### src/common/ctrl_pkg.sv
////////////////////
// Pipeline stage contents and controller output types
// Stage masks use bit 0 for IF up to bit 3 for WB
////////////////////
`default_nettype none

package ctrl_pkg;

  // Exception cause codes
  typedef logic [4:0] exc_code_t;
  localparam exc_code_t EXC_BUS_FAULT  = 5'd1;
  localparam exc_code_t EXC_ILLEGAL    = 5'd2;
  localparam exc_code_t EXC_BREAKPOINT = 5'd3;
  localparam exc_code_t EXC_ECALL_M    = 5'd11;

  // One bit per pipeline stage
  typedef logic [3:0] stage_mask_t;
  localparam stage_mask_t MASK_IF  = 4'b0001;
  localparam stage_mask_t MASK_ID  = 4'b0010;
  localparam stage_mask_t MASK_EX  = 4'b0100;
  localparam stage_mask_t MASK_WB  = 4'b1000;

  typedef enum logic [2:0] {
    PC_BOOT,
    PC_JUMP,
    PC_BRANCH,
    PC_EXCEPTION,
    PC_DRET
  } pc_mux_e;

  // Handler target when PC_EXCEPTION is selected
  typedef enum logic [1:0] {
    EXC_PC_EXCEPTION,
    EXC_PC_IRQ,
    EXC_PC_DBD,
    EXC_PC_DBE
  } exc_pc_e;

  typedef struct packed {
    logic valid;
    logic jump;
    logic jr_stall;
  } id_stage_t;

  typedef struct packed {
    logic valid;
    logic branch;
    logic branch_taken;
    logic data_misaligned;
  } ex_stage_t;

  typedef struct packed {
    logic valid;
    logic bus_err;
    logic illegal;
    logic ecall;
    logic ebreak;
    logic wfi;
    logic dret;
    logic data_req;
  } wb_stage_t;

  // WB flags already qualified with valid
  typedef struct packed {
    logic      exception;
    exc_code_t exc_code;
    logic      wfi;
    logic      dret;
    logic      ebreak;
  } wb_event_t;

  typedef struct packed {
    logic        instr_req;
    logic        busy;
    logic        pc_set;
    pc_mux_e     pc_mux;
    exc_pc_e     exc_pc_mux;
    stage_mask_t kill;
    stage_mask_t halt;
    // One-hot, selects the stage whose PC goes to the CSRs
    stage_mask_t csr_save_stage;
    logic        csr_save_cause;
    logic        debug_csr_save;
  } ctrl_out_t;

endpackage

`default_nettype wire

### src/common/dbg_pkg.sv
////////////////////
// Debug status encoding, one-hot over three states
////////////////////
`default_nettype none

package dbg_pkg;

  // One-hot debug status states
  typedef enum logic [2:0] {
    HAVERESET = 3'b001,
    RUNNING   = 3'b010,
    HALTED    = 3'b100
  } dbg_state_e;

  // Status bits as seen by the debug module
  typedef struct packed {
    logic havereset;
    logic running;
    logic halted;
  } dbg_status_t;

endpackage

`default_nettype wire

### src/rtl/ctrl_event_decode.sv
////////////////////
// Exception priority is bus fault, illegal, ecall, breakpoint
////////////////////
`timescale 1ns/1ns
`default_nettype none

module ctrl_event_decode (
  input  wire logic                 clk,
  input  wire logic                 rst_n,
  input  wire ctrl_pkg::id_stage_t  id_i,
  input  wire ctrl_pkg::ex_stage_t  ex_i,
  input  wire ctrl_pkg::wb_stage_t  wb_i,
  input  wire logic                 data_req_i,
  input  wire logic                 ex_valid_i,
  input  wire logic                 debug_mode_i,
  output ctrl_pkg::wb_event_t       wb_evt_o,
  output logic                      branch_taken_o,
  output logic                      jump_taken_o,
  output logic                      irq_allowed_o,
  output logic                      debug_allowed_o
);

  import ctrl_pkg::*;

  // Data request issued while its instruction is still in EX
  logic data_req_q;
  logic lsu_in_wb;
  logic misaligned_ex;

  ////////////////////
  // WB events
  ////////////////////
  assign wb_evt_o.exception = wb_i.valid &&
                              (wb_i.bus_err || wb_i.illegal || wb_i.ecall || wb_i.ebreak);
  assign wb_evt_o.exc_code  = wb_i.bus_err ? EXC_BUS_FAULT :
                              wb_i.illegal ? EXC_ILLEGAL   :
                              wb_i.ecall   ? EXC_ECALL_M   :
                                             EXC_BREAKPOINT;
  assign wb_evt_o.wfi       = wb_i.valid && wb_i.wfi;
  assign wb_evt_o.dret      = wb_i.valid && wb_i.dret;
  assign wb_evt_o.ebreak    = wb_i.valid && wb_i.ebreak;

  // Control transfers from EX and ID
  assign branch_taken_o = ex_i.valid && ex_i.branch && ex_i.branch_taken;
  assign jump_taken_o   = id_i.valid && id_i.jump && !id_i.jr_stall;

  ////////////////////
  // Outstanding LSU
  ////////////////////
  always_ff @(posedge clk or negedge rst_n) begin
    if (!rst_n) begin
      data_req_q <= 1'b0;
    end else if (data_req_i && !ex_valid_i) begin
      data_req_q <= 1'b1;
    end else if (ex_valid_i) begin
      data_req_q <= 1'b0;
    end
  end

  assign lsu_in_wb     = wb_i.valid && wb_i.data_req;
  assign misaligned_ex = ex_i.valid && ex_i.data_misaligned;

  // Debug kills WB, so a load or store there must finish first
  assign debug_allowed_o = !lsu_in_wb && !data_req_q;

  // A faulting instruction in WB never reached the bus
  assign irq_allowed_o = ((!lsu_in_wb && !data_req_q && !misaligned_ex) ||
                          wb_evt_o.exception) && !debug_mode_i;

endmodule

`default_nettype wire

### src/rtl/ctrl_main_fsm.sv
////////////////////
// IRQ_ID_W must be 5 or more
// Outputs are combinational from state and inputs
////////////////////
`timescale 1ns/1ns
`default_nettype none

module ctrl_main_fsm #(
  parameter int unsigned IRQ_ID_W = 5
) (
  input  wire logic                 clk,
  input  wire logic                 rst_n,
  input  wire logic                 fetch_enable_i,
  input  wire ctrl_pkg::wb_event_t  wb_evt_i,
  input  wire logic                 branch_taken_i,
  input  wire logic                 jump_taken_i,
  input  wire logic                 irq_allowed_i,
  input  wire logic                 debug_allowed_i,
  input  wire logic                 irq_req_i,
  input  wire logic                 irq_wakeup_i,
  input  wire logic [IRQ_ID_W-1:0]  irq_id_i,
  input  wire logic                 debug_mode_i,
  input  wire logic                 debug_pending_i,
  input  wire logic                 id_valid_i,
  input  wire logic                 ex_valid_stage_i,
  input  wire logic                 wb_valid_i,
  output ctrl_pkg::ctrl_out_t       ctrl_o,
  output logic                      irq_ack_o,
  output logic [IRQ_ID_W-1:0]       irq_id_o,
  output logic [IRQ_ID_W:0]         csr_cause_o,
  output logic                      enter_debug_o,
  output logic                      exit_debug_o,
  output logic                      booting_o
);

  import ctrl_pkg::*;

  typedef enum logic [2:0] {
    RESET,
    BOOT_SET,
    FUNCTIONAL,
    SLEEP,
    DEBUG_TAKEN
  } ctrl_state_e;

  ctrl_state_e state_q;
  ctrl_state_e state_d;
  stage_mask_t oldest_stage;

  // Oldest valid stage, IF always holds a valid PC
  assign oldest_stage = wb_valid_i       ? MASK_WB :
                        ex_valid_stage_i ? MASK_EX :
                        id_valid_i       ? MASK_ID :
                                           MASK_IF;

  always_comb begin
    state_d                = state_q;
    ctrl_o.instr_req       = 1'b1;
    ctrl_o.busy            = 1'b1;
    ctrl_o.pc_set          = 1'b0;
    ctrl_o.pc_mux          = PC_BOOT;
    ctrl_o.exc_pc_mux      = EXC_PC_IRQ;
    ctrl_o.kill            = '0;
    ctrl_o.halt            = '0;
    ctrl_o.csr_save_stage  = '0;
    ctrl_o.csr_save_cause  = 1'b0;
    ctrl_o.debug_csr_save  = 1'b0;
    irq_ack_o              = 1'b0;
    irq_id_o               = '0;
    csr_cause_o            = '0;
    enter_debug_o          = 1'b0;
    exit_debug_o           = 1'b0;
    booting_o              = 1'b0;

    case (state_q)
      RESET: begin
        ctrl_o.instr_req = 1'b0;
        if (fetch_enable_i) begin
          booting_o = 1'b1;
          state_d   = BOOT_SET;
        end
      end
      // Boot PC set one cycle after enable
      BOOT_SET: begin
        ctrl_o.pc_set = 1'b1;
        ctrl_o.pc_mux = PC_BOOT;
        state_d       = FUNCTIONAL;
      end
      FUNCTIONAL: begin
        if (debug_pending_i) begin
          if (debug_allowed_i) begin
            ctrl_o.halt = '1;
            state_d     = DEBUG_TAKEN;
          end else begin
            // Hold off new issue until the LSU drains
            ctrl_o.halt = MASK_ID;
          end
        end else if (irq_req_i && !debug_mode_i) begin
          if (irq_allowed_i) begin
            ctrl_o.kill           = '1;
            ctrl_o.pc_set         = 1'b1;
            ctrl_o.pc_mux         = PC_EXCEPTION;
            ctrl_o.exc_pc_mux     = EXC_PC_IRQ;
            ctrl_o.csr_save_stage = oldest_stage;
            ctrl_o.csr_save_cause = 1'b1;
            irq_ack_o             = 1'b1;
            irq_id_o              = irq_id_i;
            csr_cause_o           = {1'b1, irq_id_i};
          end else begin
            ctrl_o.halt = MASK_ID;
          end
        end else if (wb_evt_i.exception) begin
          ctrl_o.kill           = '1;
          ctrl_o.pc_set         = 1'b1;
          ctrl_o.pc_mux         = PC_EXCEPTION;
          ctrl_o.exc_pc_mux     = debug_mode_i ? EXC_PC_DBE : EXC_PC_EXCEPTION;
          ctrl_o.csr_save_stage = MASK_WB;
          // mcause untouched in debug mode
          ctrl_o.csr_save_cause = !debug_mode_i;
          csr_cause_o           = {1'b0, IRQ_ID_W'(wb_evt_i.exc_code)};
        end else if (wb_evt_i.wfi) begin
          // EX and WB keep moving so the core sleeps on a bubble
          if (!debug_mode_i) begin
            ctrl_o.instr_req = 1'b0;
            ctrl_o.halt      = MASK_IF | MASK_ID;
            state_d          = SLEEP;
          end
        end else if (wb_evt_i.dret) begin
          ctrl_o.kill   = MASK_IF | MASK_ID | MASK_EX;
          ctrl_o.pc_set = 1'b1;
          ctrl_o.pc_mux = PC_DRET;
          exit_debug_o  = 1'b1;
        end else if (branch_taken_i) begin
          ctrl_o.kill   = MASK_IF | MASK_ID;
          ctrl_o.pc_set = 1'b1;
          ctrl_o.pc_mux = PC_BRANCH;
        end else if (jump_taken_i) begin
          ctrl_o.kill   = MASK_IF;
          ctrl_o.pc_set = 1'b1;
          ctrl_o.pc_mux = PC_JUMP;
        end
      end
      SLEEP: begin
        ctrl_o.instr_req = 1'b0;
        ctrl_o.busy      = 1'b0;
        ctrl_o.halt      = '1;
        if (irq_wakeup_i || debug_pending_i) begin
          ctrl_o.busy = 1'b1;
          state_d     = FUNCTIONAL;
        end
      end
      DEBUG_TAKEN: begin
        ctrl_o.kill           = '1;
        ctrl_o.pc_set         = 1'b1;
        ctrl_o.pc_mux         = PC_EXCEPTION;
        ctrl_o.exc_pc_mux     = EXC_PC_DBD;
        ctrl_o.csr_save_stage = oldest_stage;
        ctrl_o.csr_save_cause = 1'b1;
        ctrl_o.debug_csr_save = 1'b1;
        enter_debug_o         = 1'b1;
        state_d               = FUNCTIONAL;
      end
      default: begin
        ctrl_o.instr_req = 1'b0;
        state_d          = RESET;
      end
    endcase
  end

  always_ff @(posedge clk or negedge rst_n) begin
    if (!rst_n) begin
      state_q <= RESET;
    end else begin
      state_q <= state_d;
    end
  end

endmodule

`default_nettype wire

### src/rtl/ctrl_debug_status.sv
////////////////////
// Sticky halt request runs on the core clock
////////////////////
`timescale 1ns/1ns
`default_nettype none

module ctrl_debug_status (
  input  wire logic          clk,
  input  wire logic          rst_n,
  input  wire logic          debug_req_i,
  input  wire logic          enter_debug_i,
  input  wire logic          exit_debug_i,
  input  wire logic          booting_i,
  output logic               debug_mode_o,
  output logic               debug_pending_o,
  output dbg_pkg::dbg_status_t status_o
);

  import dbg_pkg::*;

  logic       debug_req_q;
  logic       debug_mode_d;
  dbg_state_e state_q;
  dbg_state_e state_d;

  // Keep a short request pulse until debug mode is reached
  always_ff @(posedge clk or negedge rst_n) begin
    if (!rst_n) begin
      debug_req_q <= 1'b0;
    end else if (debug_req_i) begin
      debug_req_q <= 1'b1;
    end else if (debug_mode_o) begin
      debug_req_q <= 1'b0;
    end
  end

  assign debug_pending_o = (debug_req_i || debug_req_q) && !debug_mode_o;

  // Mode flag, entry wins over exit
  assign debug_mode_d = enter_debug_i ? 1'b1 :
                        exit_debug_i  ? 1'b0 :
                                        debug_mode_o;

  ////////////////////
  // Status machine
  ////////////////////
  always_comb begin
    state_d = state_q;
    case (state_q)
      HAVERESET: begin
        if (debug_mode_d) begin
          state_d = HALTED;
        end else if (booting_i) begin
          state_d = RUNNING;
        end
      end
      RUNNING: begin
        if (debug_mode_d) begin
          state_d = HALTED;
        end
      end
      HALTED: begin
        if (!debug_mode_d) begin
          state_d = RUNNING;
        end
      end
      default: begin
        state_d = HAVERESET;
      end
    endcase
  end

  always_ff @(posedge clk or negedge rst_n) begin
    if (!rst_n) begin
      debug_mode_o <= 1'b0;
      state_q      <= HAVERESET;
    end else begin
      debug_mode_o <= debug_mode_d;
      state_q      <= state_d;
    end
  end

  assign status_o.havereset = (state_q == HAVERESET);
  assign status_o.running   = (state_q == RUNNING);
  assign status_o.halted    = (state_q == HALTED);

endmodule

`default_nettype wire

### src/rtl/ctrl_top.sv
////////////////////
// Pipeline controller top, IRQ_ID_W of 5 or more
////////////////////
`timescale 1ns/1ns
`default_nettype none

module ctrl_top #(
  parameter int unsigned IRQ_ID_W = 5
) (
  input  wire logic                 clk,
  input  wire logic                 rst_n,
  input  wire logic                 fetch_enable_i,
  input  wire ctrl_pkg::id_stage_t  id_i,
  input  wire ctrl_pkg::ex_stage_t  ex_i,
  input  wire ctrl_pkg::wb_stage_t  wb_i,
  input  wire logic                 irq_req_i,
  input  wire logic [IRQ_ID_W-1:0]  irq_id_i,
  input  wire logic                 irq_wakeup_i,
  input  wire logic                 debug_req_i,
  input  wire logic                 data_req_i,
  input  wire logic                 ex_valid_i,
  output ctrl_pkg::ctrl_out_t       ctrl_o,
  output logic                      irq_ack_o,
  output logic [IRQ_ID_W-1:0]       irq_id_o,
  output logic [IRQ_ID_W:0]         csr_cause_o,
  output logic                      debug_mode_o,
  output dbg_pkg::dbg_status_t      debug_status_o
);

  import ctrl_pkg::*;

  // Decode to FSM
  wb_event_t wb_evt;
  logic      branch_taken_ex;
  logic      jump_taken_id;
  logic      irq_allowed;
  logic      debug_allowed;
  // Debug block and FSM handshake pulses
  logic      debug_pending;
  logic      enter_debug;
  logic      exit_debug;
  logic      booting;

  ctrl_event_decode u_event_decode (
    .clk             (clk),
    .rst_n           (rst_n),
    .id_i            (id_i),
    .ex_i            (ex_i),
    .wb_i            (wb_i),
    .data_req_i      (data_req_i),
    .ex_valid_i      (ex_valid_i),
    .debug_mode_i    (debug_mode_o),
    .wb_evt_o        (wb_evt),
    .branch_taken_o  (branch_taken_ex),
    .jump_taken_o    (jump_taken_id),
    .irq_allowed_o   (irq_allowed),
    .debug_allowed_o (debug_allowed)
  );

  ctrl_main_fsm #(
    .IRQ_ID_W (IRQ_ID_W)
  ) u_main_fsm (
    .clk              (clk),
    .rst_n            (rst_n),
    .fetch_enable_i   (fetch_enable_i),
    .wb_evt_i         (wb_evt),
    .branch_taken_i   (branch_taken_ex),
    .jump_taken_i     (jump_taken_id),
    .irq_allowed_i    (irq_allowed),
    .debug_allowed_i  (debug_allowed),
    .irq_req_i        (irq_req_i),
    .irq_wakeup_i     (irq_wakeup_i),
    .irq_id_i         (irq_id_i),
    .debug_mode_i     (debug_mode_o),
    .debug_pending_i  (debug_pending),
    .id_valid_i       (id_i.valid),
    .ex_valid_stage_i (ex_i.valid),
    .wb_valid_i       (wb_i.valid),
    .ctrl_o           (ctrl_o),
    .irq_ack_o        (irq_ack_o),
    .irq_id_o         (irq_id_o),
    .csr_cause_o      (csr_cause_o),
    .enter_debug_o    (enter_debug),
    .exit_debug_o     (exit_debug),
    .booting_o        (booting)
  );

  ctrl_debug_status u_debug_status (
    .clk             (clk),
    .rst_n           (rst_n),
    .debug_req_i     (debug_req_i),
    .enter_debug_i   (enter_debug),
    .exit_debug_i    (exit_debug),
    .booting_i       (booting),
    .debug_mode_o    (debug_mode_o),
    .debug_pending_o (debug_pending),
    .status_o        (debug_status_o)
  );

endmodule

`default_nettype wire

### config.mk
export PLATFORM = sky130hd
export DESIGN_NAME = ctrl_top
export DESIGN_NICKNAME = d
export VERILOG_FILES = /design/src/common/ctrl_pkg.sv /design/src/common/dbg_pkg.sv /design/src/rtl/ctrl_event_decode.sv /design/src/rtl/ctrl_main_fsm.sv /design/src/rtl/ctrl_debug_status.sv /design/src/rtl/ctrl_top.sv
export SDC_FILE = /design/constraint.sdc
export NUM_CORES = 1
export LEC_CHECK = 0
export ABC_AREA = 1
export BUFFER_PORTS_ARGS = -buffer_cell sky130_fd_sc_hd__buf_2
export CORE_AREA = 2 2 62 64
export DETAILED_ROUTE_END_ITERATION = 16
export DIE_AREA = 0 0 64 66
export GPL_TIMING_DRIVEN = 0
export PLACE_DENSITY = 0.63
export SLEW_MARGIN = 30
export SYNTH_ARGS = -nofsm -noshare
export SYNTH_HDL_FRONTEND = slang
export SYNTH_SLANG_ARGS = --single-unit
export TNS_END_PERCENT = 10
### constraint.sdc
create_clock -name clk -period 1.8 [get_ports clk]
set_input_delay 0.27 -clock clk [delete_from_list [all_inputs] [get_ports clk]]
set_output_delay 0.27 -clock clk [all_outputs]
set_load 0.005 [all_outputs]
==> results.yml, run 1 <==
outcome:
  outcome: "complete, but fails checks"
  violations: "setup timing"
critical_path:
  critPathSlowestCell: "sky130_fd_sc_hd__dfrtp_2"
  cp_max_fo: 5
  startpoint_type_of_the_worst_setup_path: "register"
  crit_required_ns: 1.53
  setup.worst_path.class: "register to primary output"
  reg2regPathDepth: 13
  end_kind: "primary output"
  critical_path_arrival_ns: 1.59
  maximum_single_stage_delay_on_the_critical_path_ns: 0.45
  ordered_list_of_cells_on_the_worst_path: "nor2_4 > nand3_2 > nand2_8 > inv_4 > buf_4 > nand2_1 > nand3_1 > buf_2"
detailed_routing:
  via_per_inst: 4.38
  route.detailed.wl_per_inst_um: 10.5
  drt_first_iter_violations: 34
  dr_total_vias: 1309
  drc: 0
  ant_nets: 0
  route.final.wire_length_um: 3140
  detail_route.first_pass.iterations: 4
final_layout:
  n_antenna_cell: 0
  design.final.nets: 280
  final_common_cell: "sky130_fd_sc_hd__buf_2"
  layout-area-overhead-vs-synth_pct: 66.9
  layout-drive-gt1-share: 0.558
  layout.cells.most_common_list: "62 x sky130_fd_sc_hd__buf_2, 31 x sky130_fd_sc_hd__inv_1, 27 x sky130_fd_sc_hd__nand2_1"
sta:
  worst-slew-pin-transition_ns: 0.471
  rsz0062_at_grt: "true"
  setup_viol_count_final: 14
  timing.clock.skew_ns: 0.00845
  clock_period_minus_worst_slack_ns: 1.86
  max_clock_freq_mhz: 537
  setup_tns_ns: -0.537
  postLayoutSetupSlackWorst_ns: -0.0632
  final.hold.worst_slack_ns: 0.165
  timing.final.max_slew_violations: 0
  finalHoldViolCount: 0
  slew_headroom: 0.683
  period_utilization_post_route: 1.04
die:
  floorplan.rows: 22
  die_h_um: 66
  core_um2: 3550
  i_o_pin_count: 66
  initial_utilization: 0.287
  die_area_um2: 4220
  floorplan.die.width_um: 64
global_route:
  grt_max_degree: 14
  globalRouteOverflowTotal: 0
  antenna_found_initial: 0
  first_global_vias: 1178
  groute.usage.overall: 0.146
  first_pass_grt_wire_length_um: 4980
power_and_ir_drop:
  p_total_w: 0.00185
  leakage_nw: 1.02
  power_density_nw_per_um2: 1090
  ir_drop_uv: 695
worst_hold_path:
  worstHoldPathCells: 2
  holdCritPathClass: "input port to register"
job:
  maxCapViolations: 0
synth:
  synth_area_per_cell_um2: 6.11
  synth_cell_type_count: 26
  synth.net_count: 195
  synth_seq_area_share: 0.222
  synthDominantCellAreaShare: 0.196
  synth.largest_area_cell: "sky130_fd_sc_hd__dfrtp_1"
  syn-instance-count: 167
  syn_area_um2: 1020
  postSynthRegisterBits: 9
  post_synth_main_area_contributors: "sky130_fd_sc_hd__dfrtp_1 20%, sky130_fd_sc_hd__inv_1 13%, sky130_fd_sc_hd__nand2_1 13%"
  synthesis.yosys.warnings: 0
clocking:
  clock_sink_count: 9
  clockBufferDepth: 2
  cts-root-buf: "sky130_fd_sc_hd__clkbuf_4"
  clk_pin_slew_worst_paths_ns: 0.06
  cts_buffer_count: 3
  worst_skew_pair.late_latency_ns: 0.26
  htree_num_levels: 1
  tritoncts: "yes"
place:
  io_buffers: 64
  finalWeightedCongestion: 0.837
  dp_worst_setup_slack_ns: -0.00681
  place_hpwl_um: 2480
sequential cells by signal (all words and copies together), names as in the netlist:
name / flops
u_debug_status.state_q: 3
u_event_decode.data_req_q: 1
u_debug_status.debug_req_q: 1
u_main_fsm.state_q: 3
u_debug_status.debug_mode_o: 1
cell type report:
type / count / area, um^2
inverters: 39 / 159
flip-flops and latches: 9 / 230
well taps: 48 / 60.1
plain buffers: 6 / 45.0
multi-input cells: 112 / 689
repair buffers: 81 / 492
fillers: 371 / 1850
clock buffers: 4 / 26.3
synth_stat cells:
library cell               instances
sky130_fd_sc_hd__a21oi_1           2
sky130_fd_sc_hd__a21oi_2           2
sky130_fd_sc_hd__a31o_2            2
sky130_fd_sc_hd__a32oi_1           1
sky130_fd_sc_hd__buf_4             6
sky130_fd_sc_hd__buf_6             1
sky130_fd_sc_hd__clkinv_1          1
sky130_fd_sc_hd__dfrtp_1           8
sky130_fd_sc_hd__dfstp_2           1
sky130_fd_sc_hd__inv_1            34
sky130_fd_sc_hd__inv_2             4
sky130_fd_sc_hd__nand2_1          34
sky130_fd_sc_hd__nand2_2           7
sky130_fd_sc_hd__nand2_4           1
sky130_fd_sc_hd__nand3_1          15
sky130_fd_sc_hd__nand4_1           3
sky130_fd_sc_hd__nand4_4           1
sky130_fd_sc_hd__nor2_1           22
sky130_fd_sc_hd__nor2_2            4
sky130_fd_sc_hd__nor2_4            1
sky130_fd_sc_hd__nor2_8            1
sky130_fd_sc_hd__nor3_1            3
sky130_fd_sc_hd__nor3_2            1
sky130_fd_sc_hd__o21ai_0           6
sky130_fd_sc_hd__o21bai_1          1
sky130_fd_sc_hd__o31ai_1           5
through the flow:
step,cell area [um^2],instances,utilization
5_1_grt,1700,299,0.479
3_5_place_dp,1400,279,0.394
3_3_place_gp,1400,279,0.394
2_1_floorplan,1020,167,-
4_1_cts,1580,294,0.445
6_report,1700,299,0.479
report_power, final:
part / total, W / switching, W / internal, W
Clock: 0.000150 / 0.0000651 / 0.0000851
Combinational: 0.00133 / 0.000737 / 0.000597
Sequential: 0.000364 / 0.0000750 / 0.000289
path summary, 6_finish.rpt:
kind	from	end	slack, ns
worst min-delay path	ex_valid_i	u_event_decode.data_req_q$_DFFE_PN0P_	0.16
worst min register to register	u_debug_status.debug_req_q$_DFFE_PN0P_	u_debug_status.debug_req_q$_DFFE_PN0P_	0.53
worst max register to register	u_main_fsm.state_q[0]$_DFFE_PN0P_	u_debug_status.state_q[1]$_DFFE_PN0P_	0.21
worst max-delay path	u_debug_status.debug_mode_o$_DFF_PN0_	ctrl_o[19]	-0.06
min in group asynchronous	rst_n	u_debug_status.state_q[2]$_DFFE_PN0P_	0.39
max in group asynchronous	rst_n	u_debug_status.state_q[0]$_DFFE_PN1P_	1.17
what timing repair did:
action,CTS,global route
setup buffers,11,5
endpoints found under the hold margin,8,0
hold buffers,1,0
pin swaps,10,6
endpoints found under the setup margin,24,30
resized for setup,18,25
layer usage:
metal | GRT usage | vias up | wire length, um
li1 | - | 683 | -
met4 | 0.0299 | 0 | 0
met1 | 0.163 | 576 | 1300
met3 | 0.0256 | 0 | 259
met2 | 0.286 | 50 | 1580
met5 | 0 | - | 0
cell families after synthesis:
group           Yosys count  synth area share
buf+inv                  46             0.199
flops                     9             0.222
compound gates           19             0.126
simple gates             93             0.453
worst max-delay path, delay by kind of cell, from the launching register on:
family | cells | cell delay (ns)
buf+inv | 3 | 0.29
flops | 1 | 0.45
simple gates | 5 | 0.59
Power figures use the tool's default switching activity.
==> run 2, diff against run 1 <==
Clock period 1.8 ns to 2.19 ns, I/O delays scaled along.
==> run 2 against run 1 <==
The flow now finishes without violations. Non-clock buffer count shrank 14. Critical path depth grew 3. Power shrank 31%. Combinational power shrank 36%. Largest power group unchanged. Clock skew grew 0.00053 ns. Critical path type unchanged. Core utilization shrank 7.1 points. Worst hold slack gained 0.059 ns. Cell count shrank 4.7%.
==> results.yml, run 2 (synthesized netlist as in run 1, its figures left out) <==
critical_path:
  setup.worst_path.class: "register to primary output"
  startpoint_type_of_the_worst_setup_path: "register"
  maximum_single_stage_delay_on_the_critical_path_ns: 0.45
  cp_max_fo: 6
  critical_path_arrival_ns: 1.67
  crit_required_ns: 1.86
  critical_path.n_buffers_inverters: 5
  ordered_list_of_cells_on_the_worst_path: "inv_1 > nand2_2 > nand2_4 > clkinv_1 > nand2_2 > inv_2 > nand2_1 > nand2_2 > inv_2 > o21ai_0 > buf_2"
  end_kind: "primary output"
  crit_top_cell: "sky130_fd_sc_hd__nand2_2"
  worst_path_dominant_cell_family: "buffers and inverters"
  critPathSlowestCell: "sky130_fd_sc_hd__dfrtp_2"
sta:
  timing.final.max_slew_violations: 0
  finalHoldViolCount: 0
  max_clock_freq_mhz: 500
  period_utilization_post_route: 0.913
  slew_headroom: 0.687
  worst-slew-pin-transition_ns: 0.466
  clock_period_minus_worst_slack_ns: 2.00
  setup_viol_count_final: 0
  final.hold.worst_slack_ns: 0.224
  setup_tns_ns: 0
  timing.clock.skew_ns: 0.00898
final_layout:
  final_common_cell: "sky130_fd_sc_hd__buf_2"
  n_antenna_cell: 0
  top_regs: "u_debug_status.state_q: 3 flops, u_main_fsm.state_q: 3 flops"
  design.final.nets: 266
  layout-drive-gt1-share: 0.426
  num-fill-cells: 383
  layout.cells.most_common_list: "64 x sky130_fd_sc_hd__buf_2, 34 x sky130_fd_sc_hd__inv_1, 34 x sky130_fd_sc_hd__nand2_1"
  layout-area-overhead-vs-synth_pct: 42.2
place:
  io_buffers: 64
  place_hpwl_um: 2480
  finalWeightedCongestion: 0.837
power_and_ir_drop:
  p_total_w: 0.00127
  power_density_nw_per_um2: 876
  leakage_nw: 0.923
  ir_drop_uv: 549
die:
  floorplan.rows: 22
  i_o_pin_count: 66
  die_area_um2: 4220
  core_um2: 3550
  floorplan.die.width_um: 64
  initial_utilization: 0.287
  die_h_um: 66
global_route:
  globalRouteOverflowTotal: 0
  antenna_found_initial: 0
  grt_max_degree: 11
  groute.usage.overall: 0.137
  first_global_vias: 1124
  first_pass_grt_wire_length_um: 4650
clocking:
  clockBufferDepth: 2
  clk_pin_slew_worst_paths_ns: 0.06
  worst_skew_pair.late_latency_ns: 0.26
  cts-root-buf: "sky130_fd_sc_hd__clkbuf_4"
  clock_sink_count: 9
  htree_num_levels: 1
  tritoncts: "yes"
  cts_buffer_count: 3
detailed_routing:
  via_per_inst: 4.31
  drc: 0
  dr_total_vias: 1227
  route.final.wire_length_um: 2840
  ant_nets: 0
  drt_first_iter_violations: 28
  detail_route.first_pass.iterations: 4
  route.detailed.wl_per_inst_um: 9.95
outcome:
  outcome: "finished, final reports clean"
job:
  maxCapViolations: 0
worst_hold_path:
  holdCritPathClass: "input port to register"
==> run 2: area by class of cell <==
class	count	area [um^2]	area share
plain buffers	7	56.3	0.0388
clock buffers	4	26.3	0.0181
inverters	39	146	0.101
multi-input cells	112	596	0.411
flip-flops and latches	9	228	0.157
well taps	48	60.1	0.0414
repair buffers	66	338	0.233
==> run 2: routing by layer <==
metal  GRT usage  vias to the layer above  wire length (um)
met5           0                        -                 0
met4      0.0245                        0                 0
met3      0.0239                        0               265
met2       0.268                       48              1380
met1       0.154                      522              1190
li1            -                      657                 -
==> run 2: per-stage QoR <==
| step | util | instance area, um^2 | std cells | setup WS, ns |
|---|---|---|---|---|
| floorplan | - | 1020 | 167 | 0.640 |
| global placement | 0.394 | 1400 | 279 | 0.290 |
| detailed placement | 0.394 | 1400 | 279 | 0.266 |
| CTS | 0.405 | 1440 | 284 | 0.0541 |
| global route | 0.408 | 1450 | 285 | -0.00157 |
| finish | 0.408 | 1450 | 285 | 0.190 |
==> run 2: report_power, final <==
part	switching (W)	internal [W]
registers	0.0000588	0.000235
clock network	0.0000530	0.0000699
logic	0.000503	0.000350
==> run 2: final timing paths <==
check | startpoint | to | slack, ns | cells after the start
worst max-delay path | u_debug_status.debug_mode_o$_DFF_PN0_ | ctrl_o[12] | 0.19 | 11
worst min-delay path | ex_valid_i | u_event_decode.data_req_q$_DFFE_PN0P_ | 0.22 | 2
worst max register to register | u_main_fsm.state_q[0]$_DFFE_PN0P_ | u_debug_status.state_q[1]$_DFFE_PN0P_ | 0.73 | 12
worst min register to register | u_debug_status.debug_req_q$_DFFE_PN0P_ | u_debug_status.debug_req_q$_DFFE_PN0P_ | 0.54 | 2
max in group asynchronous | rst_n | u_debug_status.state_q[0]$_DFFE_PN1P_ | 1.50 | 2
min in group asynchronous | rst_n | u_debug_status.state_q[2]$_DFFE_PN0P_ | 0.45 | 2
==> run 2: repair_timing <==
action	in CTS	in global routing
hold buffers	1	0
resized for setup	0	2
buffers inserted	0	1
endpoints found under the hold margin	8	0
endpoints found under the setup margin	0	4
==> run 3, diff against run 2 <==
Settings changed: SETUP_SLACK_MARGIN from default to 0.15.
Clock period 2.19 ns to 2.49 ns, I/O delays scaled along.
==> run 3 against run 2 <==
Via count decreased by 0.49%. Register-to-register slack improved by 0.23 ns. Worst hold slack improved by 0.045 ns. Wire length increased by 0.21%. Sequential power decreased by 11%. First-iteration DRC count increased by 14%. Non-clock buffer count decreased by 1. Worst setup slack improved by 0.19 ns. Power decreased by 13%. Largest cell class unchanged. Largest power group unchanged. Highest routed layer unchanged.
==> results.yml, run 3 (synthesized netlist as in run 1, its figures left out) <==
clocking:
  htree_num_levels: 1
  cts_buffer_count: 3
  clockBufferDepth: 2
  clock_sink_count: 9
  tritoncts: "yes"
  worst_skew_pair.late_latency_ns: 0.26
  cts-root-buf: "sky130_fd_sc_hd__clkbuf_4"
  postCtsSetupBuffers: 0
  clk_pin_slew_worst_paths_ns: 0.06
sta:
  worst-slew-pin-transition_ns: 0.466
  slew_headroom: 0.687
  rsz0062_at_grt: "false"
  setup_tns_ns: 0
  timing.final.max_slew_violations: 0
  max_clock_freq_mhz: 473
  period_utilization_post_route: 0.848
  clock_period_minus_worst_slack_ns: 2.11
  finalHoldViolCount: 0
  timing.clock.skew_ns: 0.00898
  setup_viol_count_final: 0
die:
  die_area_um2: 4220
  i_o_pin_count: 66
  die_h_um: 66
  initial_utilization: 0.287
  floorplan.die.width_um: 64
  core_um2: 3550
  floorplan.rows: 22
global_route:
  globalRouteOverflowTotal: 0
  first_pass_grt_wire_length_um: 4650
  groute.usage.overall: 0.137
  antenna_found_initial: 0
  first_global_vias: 1124
  grt_max_degree: 11
place:
  finalWeightedCongestion: 0.837
  io_buffers: 64
  placed_cell_area_um2: 1400
  place_hpwl_um: 2480
detailed_routing:
  drc: 0
  ant_nets: 0
  via_per_inst: 4.30
  detail_route.first_pass.iterations: 4
  drt_first_iter_violations: 32
  route.final.wire_length_um: 2840
  route.detailed.wl_per_inst_um: 10.0
  dr_total_vias: 1221
job:
  maxCapViolations: 0
critical_path:
  crit_required_ns: 2.12
  critical_path_arrival_ns: 1.74
  critPathSlowestCell: "sky130_fd_sc_hd__dfrtp_1"
  ordered_list_of_cells_on_the_worst_path: "inv_1 > nand2_2 > nand2_4 > clkinv_1 > nand2_2 > inv_2 > nand2_1 > nand2_2 > inv_2 > o21ai_0 > buf_2"
  cp_max_fo: 7
  maximum_single_stage_delay_on_the_critical_path_ns: 0.48
  crit_top_cell: "sky130_fd_sc_hd__nand2_2"
  startpoint_type_of_the_worst_setup_path: "register"
  end_kind: "primary output"
  setup.worst_path.class: "register to primary output"
final_layout:
  layout.cells.most_common_list: "64 x sky130_fd_sc_hd__buf_2, 34 x sky130_fd_sc_hd__inv_1, 34 x sky130_fd_sc_hd__nand2_1"
  postLayoutCellArea_um2: 1440
  final_common_cell: "sky130_fd_sc_hd__buf_2"
  top_regs: "u_debug_status.state_q: 3 flops, u_main_fsm.state_q: 3 flops"
  layout-area-overhead-vs-synth_pct: 41.3
  layout-drive-gt1-share: 0.419
  n_antenna_cell: 0
  design.final.nets: 265
power_and_ir_drop:
  power_density_nw_per_um2: 767
  leakage_nw: 0.919
  ir_drop_uv: 496
outcome:
  outcome: "finished, final reports clean"
worst_hold_path:
  holdCritPathClass: "input port to register"
==> run 3: cell types whose count changed in the layout (fill, tap and decap cells not counted) <==
cell	change
sky130_fd_sc_hd__buf_4	-1
sky130_fd_sc_hd__dfrtp_1	+1
sky130_fd_sc_hd__dfrtp_2	-1
==> run 3: critical path: cells and delay by family, from the launching register on <==
kind,cells,cell delay [ns]
AO/OA/AOI/OAI,1,0.09
buffers and inverters,5,0.48
flip-flops,1,0.48
AND/OR/NAND/NOR,5,0.41
==> run 3: stage by stage <==
stage | setup slack [ns] | hold slack (ns) | utilization | cells | power (W)
after floorplan | 0.865 | 0.0779 | - | 167 | 0.000752
after global placement | 0.500 | 0.228 | 0.394 | 279 | 0.000999
after detailed placement | 0.476 | 0.231 | 0.394 | 279 | 0.00100
after CTS | 0.309 | 0.258 | 0.405 | 284 | 0.00112
after global routing | 0.184 | 0.263 | 0.406 | 284 | 0.00124
final | 0.377 | 0.269 | 0.406 | 284 | 0.00110
==> run 3: worst paths after layout <==
check	from	to	slack (ns)	cells after the start
worst max register to register	u_debug_status.debug_mode_o$_DFF_PN0_	u_debug_status.state_q[1]$_DFFE_PN0P_	0.96	11
min in group asynchronous	rst_n	u_debug_status.state_q[2]$_DFFE_PN0P_	0.49	2
worst min-delay path	ex_valid_i	u_event_decode.data_req_q$_DFFE_PN0P_	0.27	2
worst max-delay path	u_debug_status.debug_mode_o$_DFF_PN0_	ctrl_o[12]	0.38	11
worst min register to register	u_debug_status.debug_req_q$_DFFE_PN0P_	u_debug_status.debug_req_q$_DFFE_PN0P_	0.54	2
max in group asynchronous	rst_n	u_debug_status.state_q[0]$_DFFE_PN1P_	1.76	2
==> run 3: cell type report <==
cell class,instances,area [um^2]
tap,48,60.1
multi-input combinational,112,596
inverter,39,146
buffer,7,56.3
timing repair buffer,65,330
fill,383,2110
clock buffer,4,26.3
sequential,9,226
==> run 3: timing repair <==
action / in CTS / in global routing
gates resized for setup: 0 / 1
endpoints found under the setup margin: 0 / 1
hold buffers: 1 / 0
endpoints found under the hold margin: 8 / 0
==> run 3: power breakdown <==
part | switching, W | internal (W) | total [W]
clock | 0.0000466 | 0.0000615 | 0.000108
combinational | 0.000436 | 0.000299 | 0.000735
sequential | 0.0000567 | 0.000205 | 0.000262
total | 0.000540 | 0.000565 | 0.00110
==> run 3: layer usage <==
layer | GRT usage | vias to the layer above | part of all wire
li1 | - | 655 | -
met1 | 0.154 | 518 | 0.42
met2 | 0.268 | 48 | 0.49
met3 | 0.0239 | 0 | 0.093
met4 | 0.0245 | 0 | 0
met5 | 0 | - | 0
